<file path="src/hdl/jtag_bridge_pkg.sv">
package jtag_bridge_pkg;

    localparam int DATA_W = 32;
    localparam int ADDR_W = 32;

    // word offsets from BASE_ADDR
    localparam logic [ADDR_W-1:0] STATE_OFS     = 32'd0;
    localparam logic [ADDR_W-1:0] SHIFT_OUT_OFS = 32'd1;  // read only
    localparam logic [ADDR_W-1:0] SHIFT_IN_OFS  = 32'd2;  // write only
    localparam logic [ADDR_W-1:0] CMD_OFS       = 32'd3;  // write only

    // status word layout, one byte per FIFO
    localparam int ST_OUT_FLUSH = 0;
    localparam int ST_OUT_EMPTY = 1;
    localparam int ST_OUT_FULL  = 2;
    localparam int ST_IN_FLUSH  = 8;
    localparam int ST_IN_EMPTY  = 9;
    localparam int ST_IN_FULL   = 10;
    localparam int ST_CMD_FLUSH = 16;
    localparam int ST_CMD_EMPTY = 17;
    localparam int ST_CMD_FULL  = 18;
    localparam int ST_DONE      = 24;

    localparam logic [1:0] BURST_FIXED = 2'd0;
    localparam logic [1:0] BURST_INCR  = 2'd1;
    localparam logic [1:0] RESP_OKAY   = 2'b00;
    localparam logic [1:0] RESP_SLVERR = 2'b10;

    localparam logic [3:0] OP_TMS_SEQ = 4'd1;
    localparam logic [3:0] OP_SHIFT   = 4'd2;

    typedef struct packed {
        logic [ADDR_W-1:0] addr;
        logic [1:0]        burst;
    } aw_t;

    typedef struct packed {
        logic [DATA_W-1:0]   data;
        logic [DATA_W/8-1:0] strb;
        logic                last;
    } w_t;

    typedef struct packed {
        logic [ADDR_W-1:0] addr;
        logic [7:0]        len;    // beats minus one
        logic [1:0]        burst;
    } ar_t;

    typedef struct packed {
        logic [DATA_W-1:0] data;
        logic [1:0]        resp;
        logic              last;
    } r_t;

    typedef struct packed {
        logic [3:0]  opcode;
        logic [27:0] cycles;
    } jtag_cmd_t;

    typedef struct packed {
        logic empty;
        logic full;
    } fifo_flags_t;

    typedef struct packed {
        logic tck;
        logic tms;
        logic tdi;
    } jtag_pins_t;

endpackage

</file>
<file path="src/hdl/word_fifo.sv">
`timescale 1ns/1ps

module word_fifo #(
    parameter int DEPTH_LOG2 = 3
) (
    input  logic                                clk,
    input  logic                                jtag_rstn_sync,
    input  logic                                flush,
    input  logic                                push,
    input  logic [jtag_bridge_pkg::DATA_W-1:0] push_data,
    input  logic                                pop,
    output logic [jtag_bridge_pkg::DATA_W-1:0] head,
    output jtag_bridge_pkg::fifo_flags_t        flags
);

    localparam int DEPTH = 1 << DEPTH_LOG2;

    logic [jtag_bridge_pkg::DATA_W-1:0] mem [DEPTH];
    logic [DEPTH_LOG2-1:0]              rd_ptr;
    logic [DEPTH_LOG2-1:0]              wr_ptr;
    logic [DEPTH_LOG2:0]                count;
    logic                               do_push;
    logic                               do_pop;

    assign flags.empty = (count == '0);
    assign flags.full  = count[DEPTH_LOG2];  // count never exceeds DEPTH
    assign do_push     = push && !flags.full;
    assign do_pop      = pop && !flags.empty;
    assign head        = mem[rd_ptr];        // fall-through head word

    always_ff @(posedge clk or negedge jtag_rstn_sync) begin
        if (!jtag_rstn_sync) begin
            rd_ptr <= '0;
            wr_ptr <= '0;
            count  <= '0;
        end else if (flush) begin
            rd_ptr <= '0;
            wr_ptr <= '0;
            count  <= '0;
        end else begin
            if (do_push)
                wr_ptr <= wr_ptr + 1'b1;
            if (do_pop)
                rd_ptr <= rd_ptr + 1'b1;
            case ({do_push, do_pop})
                2'b10:   count <= count + 1'b1;
                2'b01:   count <= count - 1'b1;
                default: count <= count;     // idle or push and pop together
            endcase
        end
    end

    always_ff @(posedge clk) begin
        if (do_push)
            mem[wr_ptr] <= push_data;
    end

endmodule

</file>
<file path="src/hdl/axi_write_port.sv">
`timescale 1ns/1ps

module axi_write_port #(
    parameter logic [jtag_bridge_pkg::ADDR_W-1:0] BASE_ADDR = 32'h1000_0000
) (
    input  logic                                clk,
    input  logic                                jtag_rstn_sync,
    input  logic                                aw_valid,
    input  jtag_bridge_pkg::aw_t                aw,
    output logic                                aw_ready,
    input  logic                                w_valid,
    input  jtag_bridge_pkg::w_t                 w,
    output logic                                w_ready,
    output logic                                b_valid,
    output logic [1:0]                          b_resp,
    input  logic                                b_ready,
    input  jtag_bridge_pkg::fifo_flags_t        in_flags,
    input  jtag_bridge_pkg::fifo_flags_t        cmd_flags,
    output logic                                in_push,
    output logic [jtag_bridge_pkg::DATA_W-1:0] in_data,
    output logic                                cmd_push,
    output logic [jtag_bridge_pkg::DATA_W-1:0] cmd_data,
    input  jtag_bridge_pkg::fifo_flags_t        out_flags,
    input  logic                                done,
    output logic                                out_flush,
    output logic                                in_flush,
    output logic                                cmd_flush,
    output logic [jtag_bridge_pkg::DATA_W-1:0] status
);

    typedef enum logic [1:0] {WR_IDLE, WR_DATA, WR_RESP} wr_state_t;

    wr_state_t                          state;
    logic [jtag_bridge_pkg::ADDR_W-1:0] wr_addr;
    logic [jtag_bridge_pkg::ADDR_W-1:0] wr_ofs;
    logic [1:0]                         wr_burst;
    logic                               err_acc;
    logic                               beat_err;
    logic                               hit_state;
    logic                               hit_in;
    logic                               hit_cmd;
    logic                               w_fire;

    assign wr_ofs    = wr_addr - BASE_ADDR;  // wraps high below the base
    assign beat_err  = (wr_burst != jtag_bridge_pkg::BURST_FIXED
                        && wr_burst != jtag_bridge_pkg::BURST_INCR)
                       || wr_ofs == jtag_bridge_pkg::SHIFT_OUT_OFS
                       || wr_ofs > jtag_bridge_pkg::CMD_OFS;
    assign hit_state = !beat_err && wr_ofs == jtag_bridge_pkg::STATE_OFS;
    assign hit_in    = !beat_err && wr_ofs == jtag_bridge_pkg::SHIFT_IN_OFS;
    assign hit_cmd   = !beat_err && wr_ofs == jtag_bridge_pkg::CMD_OFS;

    assign aw_ready = (state == WR_IDLE);
    assign w_ready  = (state == WR_DATA) && ((hit_in && !in_flags.full)
                      || (hit_cmd && !cmd_flags.full) || hit_state || beat_err);
    assign w_fire   = w_valid && w_ready;
    assign b_valid  = (state == WR_RESP);
    assign b_resp   = err_acc ? jtag_bridge_pkg::RESP_SLVERR : jtag_bridge_pkg::RESP_OKAY;

    assign in_push  = w_fire && hit_in;
    assign in_data  = w.data;
    assign cmd_push = w_fire && hit_cmd;
    assign cmd_data = w.data;

    always_ff @(posedge clk or negedge jtag_rstn_sync) begin
        if (!jtag_rstn_sync) begin
            state   <= WR_IDLE;
            err_acc <= 1'b0;
        end else begin
            case (state)
                WR_IDLE: if (aw_valid) begin
                    state   <= WR_DATA;
                    err_acc <= 1'b0;               // new burst
                end
                WR_DATA: begin
                    if (w_fire && beat_err)
                        err_acc <= 1'b1;
                    if (w_fire && w.last)
                        state <= WR_RESP;
                end
                default: if (b_ready)
                    state <= WR_IDLE;
            endcase
        end
    end

    always_ff @(posedge clk) begin
        if (aw_valid && aw_ready) begin
            wr_addr  <= aw.addr;
            wr_burst <= aw.burst;
        end else if (w_fire && wr_burst == jtag_bridge_pkg::BURST_INCR) begin
            wr_addr  <= wr_addr + 1'b1;
        end
    end

    // flush bits live for one cycle after the strobed beat
    always_ff @(posedge clk or negedge jtag_rstn_sync) begin
        if (!jtag_rstn_sync) begin
            out_flush <= 1'b0;
            in_flush  <= 1'b0;
            cmd_flush <= 1'b0;
        end else begin
            out_flush <= w_fire && hit_state && w.strb[jtag_bridge_pkg::ST_OUT_FLUSH / 8]
                         && w.data[jtag_bridge_pkg::ST_OUT_FLUSH];
            in_flush  <= w_fire && hit_state && w.strb[jtag_bridge_pkg::ST_IN_FLUSH / 8]
                         && w.data[jtag_bridge_pkg::ST_IN_FLUSH];
            cmd_flush <= w_fire && hit_state && w.strb[jtag_bridge_pkg::ST_CMD_FLUSH / 8]
                         && w.data[jtag_bridge_pkg::ST_CMD_FLUSH];
        end
    end

    always_comb begin
        status = '0;
        status[jtag_bridge_pkg::ST_OUT_FLUSH] = out_flush;
        status[jtag_bridge_pkg::ST_OUT_EMPTY] = out_flags.empty;
        status[jtag_bridge_pkg::ST_OUT_FULL]  = out_flags.full;
        status[jtag_bridge_pkg::ST_IN_FLUSH]  = in_flush;
        status[jtag_bridge_pkg::ST_IN_EMPTY]  = in_flags.empty;
        status[jtag_bridge_pkg::ST_IN_FULL]   = in_flags.full;
        status[jtag_bridge_pkg::ST_CMD_FLUSH] = cmd_flush;
        status[jtag_bridge_pkg::ST_CMD_EMPTY] = cmd_flags.empty;
        status[jtag_bridge_pkg::ST_CMD_FULL]  = cmd_flags.full;
        status[jtag_bridge_pkg::ST_DONE]      = done;
    end

endmodule

</file>
<file path="src/hdl/axi_read_port.sv">
`timescale 1ns/1ps

module axi_read_port #(
    parameter logic [jtag_bridge_pkg::ADDR_W-1:0] BASE_ADDR = 32'h1000_0000
) (
    input  logic                                clk,
    input  logic                                jtag_rstn_sync,
    input  logic                                ar_valid,
    input  jtag_bridge_pkg::ar_t                ar,
    output logic                                ar_ready,
    output logic                                r_valid,
    output jtag_bridge_pkg::r_t                 r,
    input  logic                                r_ready,
    input  logic [jtag_bridge_pkg::DATA_W-1:0] status,
    input  logic [jtag_bridge_pkg::DATA_W-1:0] out_head,
    input  jtag_bridge_pkg::fifo_flags_t        out_flags,
    output logic                                out_pop
);

    typedef enum logic {RD_IDLE, RD_DATA} rd_state_t;

    rd_state_t                          state;
    logic [jtag_bridge_pkg::ADDR_W-1:0] rd_addr;
    logic [jtag_bridge_pkg::ADDR_W-1:0] rd_ofs;
    logic [7:0]                         rd_len;
    logic [1:0]                         rd_burst;
    logic [7:0]                         beat_cnt;
    logic                               beat_err;
    logic                               hit_out;
    logic                               r_fire;

    assign rd_ofs   = rd_addr - BASE_ADDR;
    // only the status and shift-out words can be read
    assign beat_err = (rd_burst != jtag_bridge_pkg::BURST_FIXED
                       && rd_burst != jtag_bridge_pkg::BURST_INCR)
                      || (rd_ofs != jtag_bridge_pkg::STATE_OFS
                          && rd_ofs != jtag_bridge_pkg::SHIFT_OUT_OFS);
    assign hit_out  = !beat_err && rd_ofs == jtag_bridge_pkg::SHIFT_OUT_OFS;

    assign ar_ready = (state == RD_IDLE);
    assign r_valid  = (state == RD_DATA) && (!hit_out || !out_flags.empty);
    assign r_fire   = r_valid && r_ready;
    assign out_pop  = r_fire && hit_out;

    always_comb begin
        r.last = (beat_cnt == rd_len);
        if (beat_err) begin
            r.data = '1;
            r.resp = jtag_bridge_pkg::RESP_SLVERR;
        end else begin
            r.data = hit_out ? out_head : status;
            r.resp = jtag_bridge_pkg::RESP_OKAY;
        end
    end

    always_ff @(posedge clk or negedge jtag_rstn_sync) begin
        if (!jtag_rstn_sync) begin
            state    <= RD_IDLE;
            beat_cnt <= '0;
        end else if (state == RD_IDLE) begin
            beat_cnt <= '0;
            if (ar_valid)
                state <= RD_DATA;
        end else if (r_fire) begin
            beat_cnt <= beat_cnt + 1'b1;
            if (r.last)
                state <= RD_IDLE;                  // burst ends on last handshake
        end
    end

    always_ff @(posedge clk) begin
        if (ar_valid && ar_ready) begin
            rd_addr  <= ar.addr;
            rd_len   <= ar.len;
            rd_burst <= ar.burst;
        end else if (r_fire && rd_burst == jtag_bridge_pkg::BURST_INCR) begin
            rd_addr  <= rd_addr + 1'b1;
        end
    end

endmodule

</file>
<file path="src/hdl/jtag_shift_engine.sv">
`timescale 1ns/1ps

module jtag_shift_engine (
    input  logic                                clk,
    input  logic                                jtag_rstn_sync,
    input  jtag_bridge_pkg::jtag_cmd_t          cmd_head,
    input  jtag_bridge_pkg::fifo_flags_t        cmd_flags,
    output logic                                cmd_pop,
    input  logic [jtag_bridge_pkg::DATA_W-1:0] in_head,
    input  jtag_bridge_pkg::fifo_flags_t        in_flags,
    output logic                                in_pop,
    output logic                                out_push,
    output logic [jtag_bridge_pkg::DATA_W-1:0] out_data,
    input  jtag_bridge_pkg::fifo_flags_t        out_flags,
    output jtag_bridge_pkg::jtag_pins_t         jtag,
    input  logic                                tdo,
    output logic                                done
);

    // S_FETCH waits for a data bit, S_LOW and S_HIGH are the two tck phases
    typedef enum logic [1:0] {S_IDLE, S_FETCH, S_LOW, S_HIGH} eng_state_t;

    eng_state_t                         state;
    logic [3:0]                         op;
    logic [27:0]                        remain;      // bits not yet fetched
    logic [4:0]                         bit_idx;     // position in shift-in head
    logic [4:0]                         cap_cnt;
    logic [jtag_bridge_pkg::DATA_W-1:0] cap_word;
    logic                               is_last;     // bit on the pins ends the command
    logic                               cmd_ok;
    logic                               fetch;
    logic                               word_done;
    logic                               out_stall;

    assign cmd_ok  = (cmd_head.opcode == jtag_bridge_pkg::OP_TMS_SEQ
                      || cmd_head.opcode == jtag_bridge_pkg::OP_SHIFT)
                     && cmd_head.cycles != '0;
    assign cmd_pop = (state == S_IDLE) && !cmd_flags.empty;
    assign done    = (state == S_IDLE) && cmd_flags.empty;

    // next bit goes out with the falling edge when data is there
    assign fetch  = (state == S_FETCH || (state == S_HIGH && !is_last)) && !in_flags.empty;
    assign in_pop = fetch && (bit_idx == 5'd31 || remain == 28'd1);

    assign word_done = (op == jtag_bridge_pkg::OP_SHIFT) && (cap_cnt == 5'd31 || is_last);
    assign out_stall = word_done && out_flags.full;
    assign out_push  = (state == S_LOW) && word_done && !out_flags.full;

    always_comb begin
        out_data          = cap_word;
        out_data[cap_cnt] = tdo;                     // bit sampled on this rise
    end

    always_ff @(posedge clk or negedge jtag_rstn_sync) begin
        if (!jtag_rstn_sync) begin
            state    <= S_IDLE;
            jtag     <= '{tck: 1'b0, tms: 1'b1, tdi: 1'b0};
            op       <= '0;
            remain   <= '0;
            bit_idx  <= '0;
            cap_cnt  <= '0;
            cap_word <= '0;
            is_last  <= 1'b0;
        end else begin
            if (fetch) begin
                bit_idx <= bit_idx + 1'b1;
                remain  <= remain - 1'b1;
                is_last <= (remain == 28'd1);
                if (op == jtag_bridge_pkg::OP_SHIFT) begin
                    jtag.tdi <= in_head[bit_idx];
                    jtag.tms <= (remain == 28'd1);   // leave shift state on last bit
                end else begin
                    jtag.tms <= in_head[bit_idx];
                    jtag.tdi <= 1'b0;
                end
            end
            case (state)
                S_IDLE: if (cmd_pop) begin
                    op       <= cmd_head.opcode;
                    remain   <= cmd_head.cycles;
                    bit_idx  <= '0;
                    cap_cnt  <= '0;
                    cap_word <= '0;
                    if (cmd_ok)
                        state <= S_FETCH;            // unknown opcodes are dropped
                end
                S_FETCH: if (fetch)
                    state <= S_LOW;
                S_LOW: if (!out_stall) begin
                    jtag.tck <= 1'b1;
                    state    <= S_HIGH;
                    if (out_push) begin
                        cap_word <= '0;
                        cap_cnt  <= '0;
                    end else if (op == jtag_bridge_pkg::OP_SHIFT) begin
                        cap_word[cap_cnt] <= tdo;
                        cap_cnt           <= cap_cnt + 1'b1;
                    end
                end
                default: begin
                    jtag.tck <= 1'b0;
                    if (is_last)
                        state <= S_IDLE;
                    else if (fetch)
                        state <= S_LOW;
                    else
                        state <= S_FETCH;            // shift-in FIFO ran dry
                end
            endcase
        end
    end

endmodule

</file>
<file path="src/hdl/jtag_bridge_top.sv">
`timescale 1ns/1ps

module jtag_bridge_top #(
    parameter logic [jtag_bridge_pkg::ADDR_W-1:0] BASE_ADDR  = 32'h1000_0000,
    parameter int                                 DEPTH_LOG2 = 3
) (
    input  logic                         clk,
    input  logic                         jtag_rstn_sync,
    input  logic                         aw_valid,
    input  jtag_bridge_pkg::aw_t         aw,
    output logic                         aw_ready,
    input  logic                         w_valid,
    input  jtag_bridge_pkg::w_t          w,
    output logic                         w_ready,
    output logic                         b_valid,
    output logic [1:0]                   b_resp,
    input  logic                         b_ready,
    input  logic                         ar_valid,
    input  jtag_bridge_pkg::ar_t         ar,
    output logic                         ar_ready,
    output logic                         r_valid,
    output jtag_bridge_pkg::r_t          r,
    input  logic                         r_ready,
    output jtag_bridge_pkg::jtag_pins_t  jtag,
    input  logic                         tdo
);

    jtag_bridge_pkg::fifo_flags_t       in_flags, cmd_flags, out_flags;
    jtag_bridge_pkg::jtag_cmd_t         cmd_head;
    logic [jtag_bridge_pkg::DATA_W-1:0] in_data, cmd_data, out_data;
    logic [jtag_bridge_pkg::DATA_W-1:0] in_head, out_head, status;
    logic                               in_push, cmd_push, out_push;
    logic                               in_pop, cmd_pop, out_pop;
    logic                               in_flush, cmd_flush, out_flush;
    logic                               done;

    axi_write_port #(.BASE_ADDR(BASE_ADDR)) axi_write_port_inst (
        .clk, .jtag_rstn_sync,
        .aw_valid, .aw, .aw_ready,
        .w_valid, .w, .w_ready,
        .b_valid, .b_resp, .b_ready,
        .in_flags, .cmd_flags,
        .in_push, .in_data, .cmd_push, .cmd_data,
        .out_flags, .done,
        .out_flush, .in_flush, .cmd_flush,
        .status
    );

    axi_read_port #(.BASE_ADDR(BASE_ADDR)) axi_read_port_inst (
        .clk, .jtag_rstn_sync,
        .ar_valid, .ar, .ar_ready,
        .r_valid, .r, .r_ready,
        .status, .out_head, .out_flags, .out_pop
    );

    word_fifo #(.DEPTH_LOG2(DEPTH_LOG2)) shift_in_fifo (
        .clk, .jtag_rstn_sync, .flush(in_flush),
        .push(in_push), .push_data(in_data),
        .pop(in_pop), .head(in_head), .flags(in_flags)
    );

    word_fifo #(.DEPTH_LOG2(DEPTH_LOG2)) cmd_fifo (
        .clk, .jtag_rstn_sync, .flush(cmd_flush),
        .push(cmd_push), .push_data(cmd_data),
        .pop(cmd_pop), .head(cmd_head), .flags(cmd_flags)
    );

    word_fifo #(.DEPTH_LOG2(DEPTH_LOG2)) shift_out_fifo (
        .clk, .jtag_rstn_sync, .flush(out_flush),
        .push(out_push), .push_data(out_data),
        .pop(out_pop), .head(out_head), .flags(out_flags)
    );

    jtag_shift_engine jtag_shift_engine_inst (
        .clk, .jtag_rstn_sync,
        .cmd_head, .cmd_flags, .cmd_pop,
        .in_head, .in_flags, .in_pop,
        .out_push, .out_data, .out_flags,
        .jtag, .tdo, .done
    );

endmodule

</file>
<file path="config.mk">
export PLATFORM = sky130hd
export DESIGN_NAME = jtag_bridge_top
export DESIGN_NICKNAME = d
export VERILOG_FILES = /design/src/hdl/jtag_bridge_pkg.sv /design/src/hdl/word_fifo.sv /design/src/hdl/axi_write_port.sv /design/src/hdl/axi_read_port.sv /design/src/hdl/jtag_shift_engine.sv /design/src/hdl/jtag_bridge_top.sv
export SDC_FILE = /design/constraint.sdc
export NUM_CORES = 1
export LEC_CHECK = 0
export BUFFER_PORTS_ARGS = -buffer_cell sky130_fd_sc_hd__buf_2
export CORE_UTILIZATION = 45
export DETAILED_ROUTE_END_ITERATION = 16
export PLACE_DENSITY = 0.69
export SYNTH_ARGS = -nofsm -noshare
export SYNTH_HDL_FRONTEND = slang
export SYNTH_SLANG_ARGS = --single-unit
</file>
<file path="constraint.sdc">
create_clock -name clk -period 6.05 [get_ports clk]
set_input_delay 0.3025 -clock clk [delete_from_list [all_inputs] [get_ports clk]]
set_output_delay 0.3025 -clock clk [all_outputs]
set_load 0.01 [all_outputs]
</file>
# After elaboration in Yosys (flattened, before gate mapping)
# Memories as Yosys holds them, arrays and structs flattened.
# Index checks and enable logic that the tools add are counted.
word_totals:
  mem_bits_rw: 768
  output_inout_bits: 45
  input_bits: 121
  n_memories: 3
  word_cells: 269
  register_bits: 201
memory_table:
  columns: ["memory", "words", "width", "read_ports", "rd_clocked_by_memory_dff", "wr", "line_no", "source"]
  rows:
  - ["cmd_fifo.mem", 8, 32, 1, 0, 1, "word_fifo.sv:18", "logic [jtag_bridge_pkg::DATA_W-1:0] mem [DEPTH];"]
  - ["shift_in_fifo.mem", 8, 32, 1, 0, 1, "word_fifo.sv:18", null]
  - ["shift_out_fifo.mem", 8, 32, 1, 0, 1, "word_fifo.sv:18", null]
classes:
  mux: 75
  n_bitwise: 2
  eq_ne: 36
  n_addsub: 20
  reduce_logical: 98
  n_lt_le_gt_ge: 4
op_table:
  columns: ["op", "count"]
  rows:
  - ["32-bit two-way mux", 9]
  - ["28-bit two-way mux", 3]
  - ["32-bit by 1-bit adder with 32-bit output (second input constant)", 2]
  - ["32-bit by 1-bit == test with 1-bit output (second input constant)", 2]
  - ["32-bit by 2-bit == test with 1-bit output (second input constant)", 2]
  - ["32-bit one-hot mux with 2 select lines", 1]
  - ["32-bit by 29-bit subtractor with 32-bit output (second input constant)", 2]
  - ["1-bit logical AND", 46]
  - ["3-bit two-way mux", 12]
  - ["5-bit two-way mux", 7]
  - ["34-bit two-way mux", 1]
  - ["32-bit bitwise mux", 1]
  - ["32-bit by 2-bit greater-than comparator with 1-bit output (second input constant)", 1]
  - ["32-bit logical NOT", 1]
  - ["32-bit by 1-bit inequality test with 1-bit output (second input constant)", 1]
  - ["32-bit nonzero test", 1]
  - ["28-bit by 1-bit == test with 1-bit output (second input constant)", 1]
  - ["28-bit nonzero test", 1]
  - ["28-bit by 1-bit subtractor with 28-bit output (second input constant)", 1]
  - ["4-bit one-hot mux with 2 select lines", 3]
  - ["2-bit nonzero test", 12]
  - ["2-bit two-way mux", 11]
  - ["3-bit by 1-bit adder with 3-bit output (second input constant)", 6]
  - ["8-bit two-way mux", 2]
  - ["33 further kinds", 106]

# Depth between registers and ports, before layout
# Gate-level depths: netlist (run 1).
depth:
  ltp_word: 17
  ltp_mapped: 14
  depth_no_buf: 14

# Modules after synthesis
# From an unflattened synthesis (run 1), not the netlist that was laid out.
unflattened:
  cells_unflattened: 2577
  hier_area_um2: 42293.1
by_module_without_submodules:
  columns: ["module", "area_each_um2", "n_inst", "seq_area_each_um2", "cells_each"]
  rows:
  - ["word_fifo at cmd_fifo ...", 10254.8, 2, 7937.6, 445]
  - ["word_fifo at shift_in_fifo", 10239.8, 1, 7937.6, 439]
  - ["jtag_shift_engine", 4972.3, 1, 2003.2, 558]
  - ["axi_read_port", 3383.2, 1, 1486.4, 333]
  - ["axi_write_port", 3188.1, 1, 1171.1, 357]

# Worst setup path before layout (run 1)
# Ideal clock, no wire load.
synth_timing:
  path_kind: "flip-flop to flip-flop"
  startpoint: "register jtag_shift_engine_inst.cap_cnt[0]"
  endpoint: "memory shift_out_fifo.mem[4][0] in the netlist's numbering (enable)"
  stages_incl_launch_ff: 8
  n_path_buf: 2
  required_time_ps: 5537
  period_less_slack_ps: 5453
  slack_ps: 597
  arrival_time_ps: 4940
  setup_time_ps: 513
  cell_sequence: "dfrtp_1 > ha_1 > clkbuf_1 > and3_1 > ha_1 > o2111ai_1 > clkbuf_1 > nor4b_1"
synth_between:
  elab_chain_len: 8
synth_rtl:
  columns: ["element", "line_no", "source"]
  rows:
  - ["start, declared", "jtag_shift_engine.sv:27", "logic [4:0] cap_cnt;"]
  - ["start signal, assigned", "jtag_shift_engine.sv:97", "cap_cnt <= cap_cnt + 1'b1;"]
  - ["5-bit == test", "jtag_shift_engine.sv:45", "assign word_done = (op == jtag_bridge_pkg::OP_SHIFT) && (cap_cnt == 5'd31 || is_last);"]
  - ["1-bit logical OR", "jtag_shift_engine.sv:45", null]
  - ["1-bit logical AND", "jtag_shift_engine.sv:45", null]
  - ["1-bit logical AND (2 in series)", "jtag_shift_engine.sv:47", "assign out_push = (state == S_LOW) && word_done && !out_flags.full;"]
  - ["1-bit logical AND", "word_fifo.sv:27", "assign do_push = push && !flags.full;"]
  - ["1-bit two-way mux", "word_fifo.sv:54", "if (do_push)"]
  - ["1-bit two-way mux (implied by the code)", "word_fifo.sv:55", "mem[wr_ptr] <= push_data;"]
  - ["end, declared", "word_fifo.sv:18", null]
# Every way passes these cells.

# Worst setup path after layout (run 1)
layout_timing:
  startpoint: "register axi_write_port_inst.wr_addr[17] in the netlist's numbering"
  endpoint: "memory shift_in_fifo.mem[0][10] in the netlist's numbering (enable)"
layout_between:
  elab_chain_len: 16
  elab_cells_between_ends: 23
  classes_between: "add/sub: 1; order compare: 1; eq/ne: 3; mux: 2; reduce/logical: 16"
layout_rtl:
  columns: ["element", "line_no", "source"]
  rows:
  - ["start, declared", "axi_write_port.sv:34", "logic [jtag_bridge_pkg::ADDR_W-1:0] wr_addr;"]
  - ["start signal, assigned", "axi_write_port.sv:89", "wr_addr <= aw.addr;"]
  - ["start signal, assigned", "axi_write_port.sv:92", "wr_addr <= wr_addr + 1'b1;"]
  - ["32-bit by 29-bit subtractor with 32-bit output *", "axi_write_port.sv:44", "assign wr_ofs = wr_addr - BASE_ADDR;"]
  - ["parallel branches: the longest is 11 deep, another holds 32-bit by 2-bit greater-than comparator with 1-bit output", null, null]
  - ["1-bit logical AND *", "axi_write_port.sv:60", "assign in_push = w_fire && hit_in;"]
  - ["1-bit logical AND *", "word_fifo.sv:27", null]
  - ["1-bit two-way mux *", "word_fifo.sv:54", null]
  - ["1-bit two-way mux (implied by the code) *", "word_fifo.sv:55", null]
  - ["end, declared", "word_fifo.sv:18", null]
# Mark *: on every way between the ends.

==> results of run 1 <==
worst max-delay path: cells and delay by family (launching register included):
| kind | cells | cell delay [ns] |
|---|---|---|
| buffers and inverters | 1 | 0.30 |
| AND/OR/NAND/NOR | 6 | 2.89 |
| flip-flops | 1 | 0.44 |
sequential cells by signal (all words and copies together), names as in the netlist, 3 cells and up:
| name | flops |
|---|---|
| jtag_shift_engine_inst.remain | 28 |
| cmd_fifo.count | 4 |
| cmd_fifo.rd_ptr | 3 |
| axi_read_port_inst.rd_addr | 32 |
| cmd_fifo.wr_ptr | 3 |
| shift_in_fifo.wr_ptr | 3 |
| jtag_shift_engine_inst.cap_word | 32 |
| axi_write_port_inst.wr_addr | 32 |
| shift_out_fifo.rd_ptr | 3 |
| shift_out_fifo.mem | 256 |
| cmd_fifo.mem | 256 |
| shift_in_fifo.rd_ptr | 3 |
| shift_out_fifo.wr_ptr | 3 |
| jtag_shift_engine_inst.cap_cnt | 5 |
| jtag_shift_engine_inst.jtag | 3 |
| shift_in_fifo.mem | 256 |
| axi_read_port_inst.rd_len | 8 |
| axi_read_port_inst.beat_cnt | 8 |
| shift_in_fifo.count | 4 |
| jtag_shift_engine_inst.op | 4 |
| shift_out_fifo.count | 4 |
| jtag_shift_engine_inst.bit_idx | 5 |
path summary, 6_finish.rpt:
path | start | endpoint | slack (ns) | cells after the start
worst min-delay path | w[9] | shift_in_fifo.mem[1][4]$_DFFE_PP_ | 0.04 | 1
worst min register to register | jtag_shift_engine_inst.cap_word[8]$_DFFE_PN0P_ | jtag_shift_engine_inst.cap_word[8]$_DFFE_PN0P_ | 0.47 | 2
worst max-delay path | axi_write_port_inst.wr_addr[17]$_DFFE_PP_ | shift_in_fifo.mem[0][10]$_DFFE_PP_ | 2.03 | 7
worst max register to register | axi_write_port_inst.wr_addr[17]$_DFFE_PP_ | shift_in_fifo.mem[0][10]$_DFFE_PP_ | 2.03 | 7
max in group asynchronous | jtag_rstn_sync | shift_in_fifo.rd_ptr[1]$_DFFE_PN0P_ | 4.49 | 3
min in group asynchronous | jtag_rstn_sync | axi_write_port_inst.state[1]$_DFFE_PN0P_ | 0.18 | 2
through the flow:
step / hold slack, ns / utilization / instance area, um2 / std cells
after floorplan: 0.006909 / - / 40830 / 2481
after CTS: 0.002438 / 0.5261 / 47280 / 4036
after detailed placement: 0.3742 / 0.4792 / 43070 / 3741
final: 0.03984 / 0.5263 / 47300 / 4041
after global routing: 0.02537 / 0.5262 / 47290 / 4040
after global placement: 0.3579 / 0.4792 / 43070 / 3741
power by group:
group	internal, mW	switching (mW)	total [mW]	leakage [nW]
Sequential	7.39	0.125	7.51	8.85
Clock	3.19	2.57	5.76	1.51
Combinational	0.222	0.315	0.537	4.84
Total	10.8	3.01	13.8	15.2
layer usage:
metal,up-vias,routed length (um),share of wire
li1,10233,-,-
met1,11609,36470,0.40
met2,763,46960,0.51
met3,173,5282,0.058
met4,0,2560,0.028
met5,-,0,0
cell type report:
cell class,count,area share
Sequential cell,969,0.6025
Multi-Input combinational cell,1348,0.2490
Clock buffer,126,0.05558
Timing Repair Buffer,321,0.04876
Tap cell,1176,0.03111
Clock inverter,56,0.009629
Inverter,40,0.003175
Antenna cell,5,0.0002645
synthesized netlist by cell type (4+ instances only):
cell and count:
a22oi_1 4, buf_1 8, nand2_1 241, nor4_1 36, nor3b_1 4, a21oi_1 72, and4_1 6, nand4_1 26
o21ai_0 117, o31ai_1 11, dfrtp_1 124, nand3_1 46, edfxtp_1 844, buf_4 7, o22ai_1 11, a21o_1 4
and3_1 12, or3_1 8, nor2b_1 27, nand2b_1 13, inv_1 38, buf_6 8, clkbuf_1 76, buf_2 23
a211oi_1 17, mux2i_1 79, nor4b_1 5, nor2_1 105, or2_2 4, and2_1 12, ha_1 34, xor2_1 60
mux4_2 182, xnor2_1 62, nor3_1 40, mux2_2 46, a31oi_1 6
cells by family (layout without fill, tap and decap cells):
family / count (synthesis) / in the layout / synth area share
flip-flops: 969 / 969 / 0.6975
buffers and inverters: 164 / 543 / 0.01870
AND/OR/NAND/NOR: 604 / 604 / 0.07187
XOR/XNOR: 122 / 122 / 0.02617
other: 1 / 7 / 0.00009186
AO/OA/AOI/OAI: 271 / 271 / 0.03893
multiplexers: 312 / 312 / 0.1349
adder cells (fa/ha/maj): 37 / 37 / 0.01189
what timing repair did:
action	4_1_cts	5_1_grt
buffers inserted	0	0
endpoints found under the hold margin	440	0
hold buffers	113	0
layout by cell type (no fill, tap or decap), drive strengths merged, types with 45 or more instances in the layout:
master and count:
buf 208, dlygate4sd3 113, mux2i 80, edfxtp 844, a21oi 72, xnor2 62, clkinv 45, mux4 184
nor2 107, xor2 60, nand3 46, o21ai 119, nand2 241, dfrtp 124, clkbuf 126, mux2 48
==> impl_results.md, run 1 <==
- CP Max Fanout: 24
- Async SR Flop Fraction: 0.1290
- Dpl ws: between 2 and 2.5 ns
- Outcome: finished clean
- Starting Density: 0.4542
- Power per cell area: 292.0 mW/mm2
- H-tree depth: 3
- Final-stage net count: 2936
- Slew Viols, Final: 0
- Vias per inst: 5.637
- Max Cap Viol: 0
- Clock period minus final worst setup slack: about 4 ns
- Via count: 22.78k
- Fillcell total: between 7k and 8k
- Number of synthesized flops with an enable pin: between 800 and 900
- Post-Syn Area: 0.04082 mm2
- Share of cells above drive strength 1: 0.2252
- DR iter-0 viols: 1979
- Number of buffers created by CTS: 98
- Core area: 0.08987 mm2
- RSZ-0062 raised after global routing: false
- Crit Path Category: flop to flop
- Final setup margin: roughly 2.0 ns
- Clk_lat worst skew: 0.69 ns
- Initial antenna violation count: 5
- Final Setup Violations: 0
- DP HPWL: ~55000 um
- Seq/Total Area, Yosys: 0.6975
- Global-route wire length before repair: 139000 um
- I/O Pins: 166
- CP max stage delay: 0.82 ns
- Width of the die: between 300 and 400 um
- DIE AREA: 0.09193 mm2
- Worst Path Required: 6.40 ns
- Post-CTS sizing: 0
- Clock root cell: clkbuf_16
- Gp weighted congestion: around 0.83
- GR peak layer: met2
- Syn_area_per_cell: 16.46 um2
- Maximum vdd ir drop: approximately 0.25 mV
- Max stage delay cell, worst path: nor3_2
- Grt ovf: 0
- Met2 usage: 0.3521
- Row count: 110
- I/O Buffers: about 160
- Seq cells post-synth: 969
- Detailed-route wire length per cell: approximately 23 um
- Worst slew margin: 0.1951
- Yosys warnings: 0
- Multi-input logic area: around 0.012 mm2
- Vias in the first global route: 23.87k
- Gr usage total: 0.2006
- Tot Pwr: 13.81 mW
- Lkg Pwr: around 15 nW
- Count of cell types in the netlist: 81
- CP Cell Sequence: nor4_1 > nand4_1 > nor3_2 > nand4_1 > or2_2 > nor3_2 > buf_12
- Hold Crit Class: input port to flop
- Pin count of the biggest net entering global routing: 74
- Total routed wirelength: approximately 91000 um
- Cells after Synth: approximately 2.5k
- Grt met3 use: 0.03477
- Clock Pin Slew Worst Setup and Hold Paths: ~0.060 ns
- Top cells by area, synth: edfxtp_1 62%, mux4_2 10%, dfrtp_1 7.6%
- Clock Sinks: 969
- Final Hold Vio Count: 0
- Dominant cell type by area after synthesis: edfxtp_1
- Routed Antenna Nets: 0
- Area grow syn2layout: 15.86%
- Met1 usage: 0.2509
- CTS tree: done
- Worst-Margin Slew: 1.204 ns
- Die Ht: roughly 300 um
- Worst EP arrival: between 4 and 5 ns
- Top cell type's share of synthesized area: 0.6208
- Clk_skew: approximately 0.042 ns
- Worst-case clock buffer depth: 3
- Sequential cell area: 0.02849 mm2
- Ys flop type: edfxtp_1
- Max Freq: 248.7 MHz
- Worst setup EP type: flop
- Setup_tns: 0 ns
- Pre-antenna DRT Iters: 5
- Startpoint Class: flop
- DRC viols: 0
- Final period util: 0.6646
No activity file was read; power rests on OpenSTA's default activity.
==> run 2, diff against run 1 <==
clock period = 3.9 ns   (was 6.05 ns; I/O delays follow)
==> run 2 against run 1 <==
Effect of this change: clock power is 62% higher; register-to-register slack worse by 1.5 ns; clock skew is 0.0080 ns lower; setup slack worse by 1.8 ns; critical path depth is 1 higher; hold slack better by 0.14 ns; critical endpoint is now r[8]; largest cell class unchanged.
==> impl_results.md, run 2 (synthesis results as in run 1) <==
- Outcome: finished clean
- Worst slew margin: 0.1916
- Crit Path Category: flop to output port
- Largest regs: cmd_fifo.mem x256, shift_in_fifo.mem x256, shift_out_fifo.mem x256
- RSZ-0062 raised after global routing: false
- DRC viols: 0
- H-tree depth: 3
- Startpoint Class: flop
- I/O Pins: 166
- Grt ovf: 0
- Slew Viols, Final: 0
- Area grow syn2layout: 17.08%
- Hold Crit Class: input port to flop
- Worst-case clock buffer depth: 3
- DP HPWL: about 55000 um
- Clock period minus final worst setup slack: 3.659 ns
- Routed Antenna Nets: 0
- Width of the die: 303.2 um
- Lkg Pwr: about 15 nW
- Row count: 110
- Worst EP arrival: around 3.5 ns
- Power per cell area: 456.8 mW/mm2
- Final Setup Violations: 0
- Vias in the first global route: 23.77k
- Worst-Margin Slew: 1.211 ns
- CP Cell Sequence: nor4_1 > nand4_1 > nor2_1 > nand2_1 > buf_4 > nor2_2 > a21oi_1 > buf_2
- Final period util: 0.9381
- Detailed-route wire length per cell: 22.63 um
- Initial antenna violation count: 4
- Maximum vdd ir drop: 0.3991 mV
- Dpl ws: 0.5427 ns
- DR iter-0 viols: 1883
- Most common cell after layout, fill and taps aside: edfxtp_1
- Clk_lat worst skew: 0.67 ns
- Setup_tns: 0 ns
- Setup bufs post-CTS: 0
- Core area: 0.08987 mm2
- Max Cap Viol: 0
- Most frequent cells in the layout: 844 x edfxtp_1, 240 x nand2_1, 182 x mux4_2, 161 x buf_2, 119 x dlygate4sd3_1
- I/O Buffers: 162
- Worst Hold Depth: 4
- CTS tree: done
- Clock Sinks: 969
- Reg-to-reg slack, setup: 0.52 ns
- CP max stage delay: 0.91 ns
- R2r startpoint: jtag_shift_engine_inst.remain[20]$_DFF_PN0_
- Number of buffers created by CTS: 98
- DIE AREA: between 0.09 and 0.1 mm2
- Total routed wirelength: 91750 um
- Max Freq: 273.3 MHz
- Pre-antenna DRT Iters: 8
- Min-Delay Endpoint: axi_write_port_inst.state[1]$_DFFE_PN0P_
- CP Max Fanout: 22
- Gp weighted congestion: 0.8372
- Starting Density: 0.4542
- Hold_sp: w_valid
- Vias per inst: between 5 and 6
- Die Ht: 303.2 um
- Clk_skew: 0.03422 ns
- Max stage delay cell, worst path: nor2_2
- Clock root cell: clkbuf_16
- Global-route wire length before repair: approximately 140000 um
- Worst Path Required: 3.70 ns
- Clock Pin Slew Worst Setup and Hold Paths: about 0.060 ns
- Reg2reg end: shift_in_fifo.count[3]$_DFFE_PN0P_
- Worst setup EP type: output port
- Final-stage net count: 2955
- Share of cells above drive strength 1: 0.2286
- Final setup margin: ~0.24 ns
- Via count: 23.00k
- Pin count of the biggest net entering global routing: 89
- Gr usage total: 0.1999
- FF-to-FF path depth: 11
- Final Hold Vio Count: 0
[run 2: changes by cell type in the layout (fill, tap and decap cells not counted), sizes merged]
cell / change
buf: +13
clkinv: -10
bufinv: +7
clkbuf: +6
dlygate4sd3: +6
clkinvlp: -4
inv: -4
[run 2: critical path: cells and delay by family (launching register included)]
kind	cells	cell delay, ns
simple gates	5	1.79
flops	1	0.48
compound gates	1	0.10
buf+inv	2	0.40
[run 2: timing repair]
action | in CTS | in global routing
endpoints found under the hold margin | 684 | 0
hold buffers | 119 | 0
resized for setup | 0 | 0
[run 2: area by class of cell]
| class | count | area (um2) |
|---|---|---|
| Tap cell | 1176 | 1471 |
| Inverter | 40 | 150.1 |
| Multi-Input combinational cell | 1348 | 11860 |
| Sequential cell | 969 | 28490 |
| Antenna cell | 5 | 12.51 |
| Fill cell | 7025 | 42080 |
| Clock buffer | 132 | 2744 |
| Clock inverter | 45 | 462.9 |
| Timing Repair Buffer | 340 | 2601 |
[run 2: per-stage QoR]
step | utilization | cell area [um2] | power, mW | hold slack (ns) | instances
6_report | 0.5318 | 47800 | 21.83 | 0.1814 | 4055
5_1_grt | 0.5318 | 47790 | 22.50 | 0.1848 | 4054
4_1_cts | 0.5317 | 47780 | 22.01 | 0.1197 | 4050
3_5_place_dp | 0.4828 | 43390 | 12.59 | 0.3478 | 3754
3_3_place_gp | 0.4828 | 43390 | 12.53 | 0.3391 | 3754
2_1_floorplan | - | 40890 | 12.23 | -0.1006 | 2481
[run 2: worst max-delay path by stage]
stage	start	endpoint	slack, ns	cells after the start
after detailed placement	axi_write_port_inst.wr_addr[9]$_DFFE_PP_	cmd_fifo.mem[0][10]$_DFFE_PP_	0.54	7
after floorplan	jtag_shift_engine_inst.cap_cnt[0]$_DFFE_PN0P_	shift_out_fifo.mem[4][0]$_DFFE_PP_	0.007	7
after CTS	axi_read_port_inst.rd_addr[24]$_DFFE_PP_	r[8]	0.18	8
after global routing	axi_read_port_inst.rd_addr[24]$_DFFE_PP_	r[23]	0.006	8
after global placement	jtag_shift_engine_inst.remain[20]$_DFF_PN0_	shift_in_fifo.count[3]$_DFFE_PN0P_	0.69	11
final	axi_read_port_inst.rd_addr[24]$_DFFE_PP_	r[8]	0.24	8
[run 2: per-layer routing]
layer / vias up / GRT usage / share of wire
li1: 10266 / - / -
met4: 0 / 0.06904 / 0.031
met5: - / 0 / 0
met3: 197 / 0.03627 / 0.057
met1: 11817 / 0.2493 / 0.40
met2: 719 / 0.3501 / 0.51
[run 2: report_power, final]
| group | total (mW) | switching (mW) | leakage (nW) | internal [mW] |
|---|---|---|---|---|
| Clock | 9.33 | 3.82 | 1.58 | 5.51 |
| Combinational | 0.848 | 0.498 | 4.93 | 0.349 |
| Sequential | 11.7 | 0.198 | 8.85 | 11.5 |
